File: src/blur_pkg.sv
package blur_pkg;

    // frame geometry
    localparam int frame_dim = 16;
    localparam int frame_pixels = frame_dim * frame_dim;

    // gaussian normalisation: (sum + 8) >> 4
    localparam int round_const = 8;
    localparam int norm_shift = 4;

    typedef logic [7:0] pixel_t;     // greyscale value
    typedef logic [7:0] pix_addr_t;  // row * frame_dim + col
    typedef logic [3:0] coord_t;     // row or column index

    localparam coord_t coord_last = coord_t'(frame_dim - 1);
    localparam pix_addr_t addr_last = pix_addr_t'(frame_pixels - 1);

    // one row of the 3x3 window, left pixel in the top bits
    typedef struct packed {
        pixel_t l;
        pixel_t c;
        pixel_t r;
    } win_row_t;

    // full window, top-left pixel first
    typedef struct packed {
        win_row_t top;
        win_row_t mid;
        win_row_t bot;
    } window_t;

    // write port request, shared by both frame buffers
    typedef struct packed {
        logic      valid;
        pix_addr_t addr;
        pixel_t    data;
    } write_req_t;

endpackage

File: src/ctrl_pkg.sv
package ctrl_pkg;

    typedef enum logic [2:0] {
        st_load,   // filling the source buffer
        st_blur,   // issuing taps for every centre
        st_drain,  // waiting for the filter pipe to empty
        st_read    // streaming the result buffer out
    } ctrl_state_e;

    // kernel tap, raster order inside the window
    typedef logic [3:0] tap_t;

    localparam tap_t tap_last = tap_t'(8);

    // tap 8 issue to result write
    localparam int drain_cycles = 5;

    typedef struct packed {
        logic loading;
        logic blurring;
        logic reading;
    } status_t;

endpackage

File: src/window_fetch.sv
module window_fetch (
    input  logic                clk_100mhz,
    input  logic                sys_rst,
    input  logic                issue_i,
    input  blur_pkg::coord_t    row_i,
    input  blur_pkg::coord_t    col_i,
    input  ctrl_pkg::tap_t      tap_i,
    output blur_pkg::pix_addr_t rd_addr_o,
    input  blur_pkg::pixel_t    rd_data_i,
    output blur_pkg::window_t   win_o,
    output logic                win_valid_o
);

    blur_pkg::coord_t nb_row;
    blur_pkg::coord_t nb_col;
    ctrl_pkg::tap_t tap_d1;  // tap whose pixel is on rd_data_i
    logic valid_d1;

    // neighbour coordinate, clamped at the frame edges
    always_comb begin
        nb_row = row_i;
        nb_col = col_i;
        if (tap_i < 4'd3) begin
            if (row_i != 4'd0) nb_row = row_i - 4'd1;
        end else if (tap_i > 4'd5) begin
            if (row_i != blur_pkg::coord_last) nb_row = row_i + 4'd1;
        end
        case (tap_i)
            4'd0, 4'd3, 4'd6: begin
                if (col_i != 4'd0) nb_col = col_i - 4'd1;
            end
            4'd2, 4'd5, 4'd8: begin
                if (col_i != blur_pkg::coord_last) nb_col = col_i + 4'd1;
            end
            default: ;  // centre column
        endcase
    end

    assign rd_addr_o = blur_pkg::pix_addr_t'(nb_row * blur_pkg::frame_dim + nb_col);

    always_ff @(posedge clk_100mhz) begin
        if (sys_rst) begin
            valid_d1 <= 1'b0;
            win_valid_o <= 1'b0;
        end else begin
            valid_d1 <= issue_i;
            win_valid_o <= valid_d1 && (tap_d1 == ctrl_pkg::tap_last);
        end
    end

    always_ff @(posedge clk_100mhz) begin
        tap_d1 <= tap_i;
    end

    // place the returning pixel into its window slot
    always_ff @(posedge clk_100mhz) begin
        if (valid_d1) begin
            case (tap_d1)
                4'd0: win_o.top.l <= rd_data_i;
                4'd1: win_o.top.c <= rd_data_i;
                4'd2: win_o.top.r <= rd_data_i;
                4'd3: win_o.mid.l <= rd_data_i;
                4'd4: win_o.mid.c <= rd_data_i;
                4'd5: win_o.mid.r <= rd_data_i;
                4'd6: win_o.bot.l <= rd_data_i;
                4'd7: win_o.bot.c <= rd_data_i;
                default: win_o.bot.r <= rd_data_i;
            endcase
        end
    end

    a_tap_in_range : assert property (
        @(posedge clk_100mhz) disable iff (sys_rst) issue_i |-> tap_i <= ctrl_pkg::tap_last
    ) else $error("tap index out of range: %0d", tap_i);

endmodule

File: config.mk
export PLATFORM = sky130hd
export DESIGN_NAME = window_fetch
export DESIGN_NICKNAME = d
export VERILOG_FILES = /design/src/blur_pkg.sv /design/src/ctrl_pkg.sv /design/src/window_fetch.sv
export SDC_FILE = /design/constraint.sdc
export NUM_CORES = 1
export LEC_CHECK = 0
export ABC_AREA = 1
export BUFFER_PORTS_ARGS = -buffer_cell sky130_fd_sc_hd__buf_2
export CORE_ASPECT_RATIO = 0.5
export CORE_MARGIN = 4
export CORE_UTILIZATION = 45
export DETAILED_ROUTE_END_ITERATION = 8
export PLACE_DENSITY = 0.73
export SLEW_MARGIN = 20
export SYNTH_ARGS = -nofsm -noshare
export SYNTH_HDL_FRONTEND = slang
export SYNTH_SLANG_ARGS = --single-unit
File: constraint.sdc
create_clock -name clk_100mhz -period 1.7 [get_ports clk_100mhz]
set_clock_uncertainty 0.05 [all_clocks]
set_input_delay 0.255 -clock clk_100mhz [delete_from_list [all_inputs] [get_ports clk_100mhz]]
set_output_delay 0.255 -clock clk_100mhz [all_outputs]
set_load 0.05 [all_outputs]
==> results.md, run 1 <==
* Outcome: finished, final reports clean
* DR iter-0 viols at 131
* # setup viols final at 0
* Arrival time at the worst endpoint at 1320 ps
* GPL Wtd Cong at 0.785
* Chip height at 65.0 um
* Register area share after synthesis at 78.1%
* Worst-Skew Late Latency at 320 ps
* Final worst-path cycle share at 95.8%
* Largest net degree at the start of global routing at 14
* Post-synth cell types at 19
* Vias in the first global route at 1942
* Fmax at 614 MHz
* Netlist Area Pre-Place at 2920 um^2
* Fraction of layout cells with a size suffix above 1 at 41.0%
* Min-delay worst type: in -> reg
* Area growth syn-to-layout at 35.7%
* Crit path kind: in -> out
* Router iterations before antenna repair at 4
* Commonest non-fill, non-tap cell in the layout: buf_2
* Max Slew Vio Count at 0
* Via count at 2032
* Most frequent cells in the layout: buf_2, edfxtp_1, nand2_1
* Core Rows at 20
* Critical path peak fanout at 4
* #FFs+latches synth at 78
* Diodes inserted at 0
* Crit. End Element: primary output
* Synth Net Count at 239
* I/O pins at 104
* Post-CTS setup buffers at 0
* Power per cell area at 1160 nW/um^2
* CTS Root Cell: clkbuf_16
* CTS tree: yes
* Clock Pin Slew Worst Setup and Hold Paths at 50 ps
* Grt ovf at 0
* Die Area at 7920 um^2
* EDFF count, synth at 72
* Util after Layout at 64.1%
* Worst slew margin at 79.4%
* Post-Syn Instances at 212
* Fin. Hold Viols at 0
* DP HPWL at 4550 um
* CTS buffer count at 9
* Core area at 6180 um^2
* Wirelength, routed at 6290 um
* Startpoint Class: input pin
* DRC at 0
* P_leak at 0.00169 uW
* Hold WS at 41.4 ps
* PortBufs at 103
* Max_cap viols at 0
* Required time worst endpoint at 1390 ps
* Final ANT Viol Nets at 0
* Period minus WS final at 1630 ps
* CTS H-tree lvls at 3
* Initial antenna violation count at 0
* Max Root-Sink Buffers at 2
* Syn avg cell area at 13.8 um^2
* Ys async rst share at 0%
* GRT Util Overall at 16.3%
* Synth warn at 0
* Ys flop type: edfxtp_1
* CTS Hold Bufs at 0
* Max VDD drop at 0.552 mV
* Wire per inst at 14.7 um
* First-pass GRT wire length at 9640 um
* Vias per cell at 4.76
* CTS sink count at 78
* Fin nets at 361
* Chip width at 122 um
* Slew @ Worst Pin at 309 ps
* Starting Density at 47.3%
## final cells by class
class                   count  area [um^2]
clock buffers              11          233
fillers                   487         2220
flip-flops and latches     78         2280
inverters                  22         82.6
well taps                  88          110
clock inverters             5          100
repair buffers            112          601
multi-input cells         111          557
## power breakdown
| group | total [uW] | switching, uW | leakage [uW] | internal (uW) |
|---|---|---|---|---|
| Sequential | 2130 | 8.24 | 0.000700 | 2120 |
| Clock | 2080 | 657 | 0.000163 | 1430 |
| Combinational | 399 | 292 | 0.000826 | 107 |
| Total | 4610 | 957 | 0.00169 | 3650 |
## worst max-delay path, stage by stage
cell and delay [ps]:
buf_2 120, inv_1 100, ha_2 200, nand3_1 130, a21oi_1 140, o21ai_0 100
nand2_1 70, clkbuf_4 220
## cell families (layout without fill, tap and decap cells)
family / after synthesis / in the layout / share of synthesized area, %
buffers and inverters: 23 / 150 / 3.00
adder cells (fa/ha/maj): 4 / 4 / 1.71
AND/OR/NAND/NOR: 97 / 97 / 15.1
AO/OA/AOI/OAI: 7 / 7 / 1.20
flip-flops: 78 / 78 / 78.1
XOR/XNOR: 3 / 3 / 0.900
## per-layer routing
layer | global-route usage [%] | up-vias | wire length [um]
met4 | 7.54 | 0 | 139
met5 | 0 | - | 0
met2 | 29.5 | 87 | 3210
met1 | 17.9 | 954 | 2500
met3 | 4.53 | 15 | 434
li1 | - | 976 | -
## per-stage QoR
| step | power, uW | area (um^2) | setup WS [ps] | setup TNS, ps | std cells |
|---|---|---|---|---|---|
| 2_1_floorplan | 2420 | 2920 | 56.4 | 0 | 212 |
| 3_3_place_gp | 2540 | 3610 | 90.7 | 0 | 411 |
| 3_5_place_dp | 2550 | 3610 | 18.4 | 0 | 411 |
| 4_1_cts | 4630 | 3940 | 16.4 | 0 | 427 |
| 5_1_grt | 4760 | 3970 | -4.99 | -4.99 | 427 |
| 6_report | 4610 | 3970 | 71.1 | 0 | 427 |
## state kept, by name, summed over array words and instances (netlist names)
signal	cells
win_valid_o	1
win_o	72
valid_d1	1
tap_d1	4
## what timing repair did
item,in CTS,in global routing
endpoints found under the hold margin,0,0
setup endpoints to repair,0,8
resized for setup,0,12
## synthesized netlist by cell type, types with 3 or more instances
| cell type | number | share of area (%) |
|---|---|---|
| nor2_2 | 3 | 0.64 |
| nand3b_1 | 3 | 0.77 |
| nand2_1 | 40 | 5.1 |
| nand2_2 | 5 | 1.1 |
| ha_1 | 4 | 1.7 |
| nand3_1 | 23 | 3.9 |
| inv_1 | 22 | 2.8 |
| edfxtp_1 | 72 | 74 |
| xor2_1 | 3 | 0.90 |
| dfxtp_1 | 6 | 4.1 |
| o21ai_0 | 4 | 0.69 |
| nor2_1 | 18 | 2.3 |
| a21oi_1 | 3 | 0.51 |
## path summary, 6_finish.rpt
| check | startpoint | end | slack [ps] | depth (start not counted) |
|---|---|---|---|---|
| worst max-delay path | row_i[1] | rd_addr_o[5] | 70 | 8 |
| worst min-delay path | tap_i[2] | tap_d1[2] | 40 | 1 |
| worst max register to register | tap_d1[0] | win_o[31] | 320 | 4 |
| worst min register to register | tap_d1[2] | win_valid_o | 400 | 1 |
Note: power is estimated with default switching activity, not from simulation.
==> run 2, diff against run 1 <==
- SETUP_SLACK_MARGIN: not set -> 0.2
==> run 2 against run 1 <==
Sequential power is essentially flat. Critical endpoint is now rd_addr_o[4]. Critical path type unchanged. Sequential share of layout area shrank 4.3 points. Clock power is essentially flat. Routed wire length grew 10%. Count of clock-buffer cells in the layout is the same. Via count grew 3.2%. Sequential cell count is the same. Power grew 2.6%. Core utilization grew 5.2 points. Global-route usage grew 1.4 points. Fmax grew 10%. Largest cell class unchanged.
==> results.md, run 2 (synthesis gave the netlist of run 1 again) <==
* Cell mode on critical path: nand2_1
* Chip height at 65.0 um
* Arrival time at the worst endpoint at 1170 ps
* Max Slew Vio Count at 0
* Layout fillers at 428
* Diodes inserted at 0
* Max reg flops at 72
* GRT Util Overall at 17.7%
* Power per cell area at 1100 nW/um^2
* Final worst-path cycle share at 87.0%
* DP HPWL at 4630 um
* DRC at 0
* Fin nets at 367
* Biggest registers after layout: win_o (72), tap_d1 (4)
* Max Root-Sink Buffers at 2
* CTS sink count at 78
* Commonest non-fill, non-tap cell in the layout: buf_2
* Fraction of layout cells with a size suffix above 1 at 49.9%
* Final ANT Viol Nets at 0
* Clock group share of total power at 44.0%
* Wirelength, routed at 6930 um
* Period minus WS final at 1480 ps
* Min-delay worst type: in -> reg
* Setup TNS at 0 ps
* First-pass GRT wire length at 10500 um
* RSZ-0062 raised after global routing: true
* Final worst setup slack at 221 ps
* Pre-CTS WS at 13.4 ps
* Delay-heaviest family, CP: simple AND/OR/NAND/NOR gates
* Wire per inst at 16.0 um
* P_leak at 0.00178 uW
* Router iterations before antenna repair at 5
* CP cell instances: buf_12 > nor2_4 > nand2_2 > inv_2 > nand2_2 > nand2_1 > nand2_1 > nand2_1 > inv_2 > buf_8
* Slew @ Worst Pin at 295 ps
* Starting Density at 47.3%
* CTS buffer count at 9
* Worst slew margin at 80.3%
* Via count at 2097
* Chip width at 122 um
* Die Area at 7920 um^2
* Int Power at 3730 uW
* Fin. Hold Viols at 0
* Largest Register: win_o
* Max_cap viols at 0
* Max VDD drop at 0.714 mV
* # setup viols final at 0
* Initial antenna violation count at 0
* Most frequent cells in the layout: buf_2, edfxtp_1, nand2_1
* CTS Root Cell: clkbuf_16
* Clock Pin Slew Worst Setup and Hold Paths at 50 ps
* Largest net degree at the start of global routing at 14
* Sw frac at 21.1%
* Crit. End Element: primary output
* Sequential power share at 45.0%
* Startpoint Class: input pin
* Combinational fraction of design power at 11.0%
* Worst-Skew Late Latency at 320 ps
* Core Rows at 20
* Crit-path max cell delay at 170 ps
* P_sw at 999 uW
* Fmax at 676 MHz
* Required time worst endpoint at 1390 ps
* Grt ovf at 0
* DR iter-0 viols at 104
* Crit path kind: in -> out
* Slowest cell on crit path: nor2_4
* Area growth syn-to-layout at 46.6%
* Vias in the first global route at 2072
* CTS tree: yes
* Hold WS at 4.41 ps
* GPL Wtd Cong at 0.769
* Vias per cell at 4.84
* CP Buf/Inv Count at 4
* CTS H-tree lvls at 3
* PortBufs at 103
* Outcome: finished, final reports clean
* Critical path peak fanout at 6
* I/O pins at 104
* Core area at 6180 um^2
[run 2: what timing repair did]
action | CTS | global route
setup buffers | 0 | 5
gates resized for setup | 30 | 59
hold buffers | 0 | 1
pin swaps | 1 | 16
setup endpoints to repair | 8 | 8
endpoints found under the hold margin | 0 | 2
[run 2: power by group through the flow]
stage / registers (uW) / logic, uW / clock network, uW
floorplan: 2220 / 209 / 0
global placement: 2170 / 381 / 0
detailed placement: 2170 / 394 / 0
CTS: 2130 / 445 / 2120
global route: 2130 / 556 / 2220
finish: 2130 / 520 / 2080
[run 2: per-layer routing]
layer  GRT usage, %  up-vias  part of all wire [%]
met1           19.2     1023                    38
met2           33.3       77                    55
met4           4.47        0                  0.49
li1               -      991                     -
met3           6.19        6                   6.1
met5              0        -                     0
[run 2: cell type report]
type | count | area (um^2) | share of cell area, %
timing repair buffer | 118 | 763 | 17.8
inverter | 22 | 95.1 | 2.22
clock inverter | 5 | 100 | 2.34
sequential | 78 | 2280 | 53.3
clock buffer | 11 | 233 | 5.43
multi-input combinational | 111 | 701 | 16.4
tap | 88 | 110 | 2.57
[run 2: final timing paths]
path	slack (ps)	end	startpoint	cells past startpoint
setup / recovery	220	rd_addr_o[4]	tap_i[3]	10
hold / removal	4	tap_d1[2]	tap_i[2]	1
setup reg to reg	310	win_o[29]	tap_d1[0]	4
hold reg to reg	390	win_valid_o	tap_d1[2]	1
[run 2: worst register-to-register path, stage by stage (launching register included)]
cell	delay (ps)
dfxtp_1	390
inv_1	70
or2_2	300
nor2_1	120
buf_4	180
[run 2: per-stage QoR]
step                      utilization (%)  total power, uW  cells  instance area, um^2
after floorplan                         -             2430    212                 2940
after CTS                            65.7             4690    427                 4060
final                                69.3             4730    433                 4280
after global routing                 69.3             4910    433                 4280
after detailed placement             58.7             2560    411                 3630
after global placement               58.7             2550    411                 3630
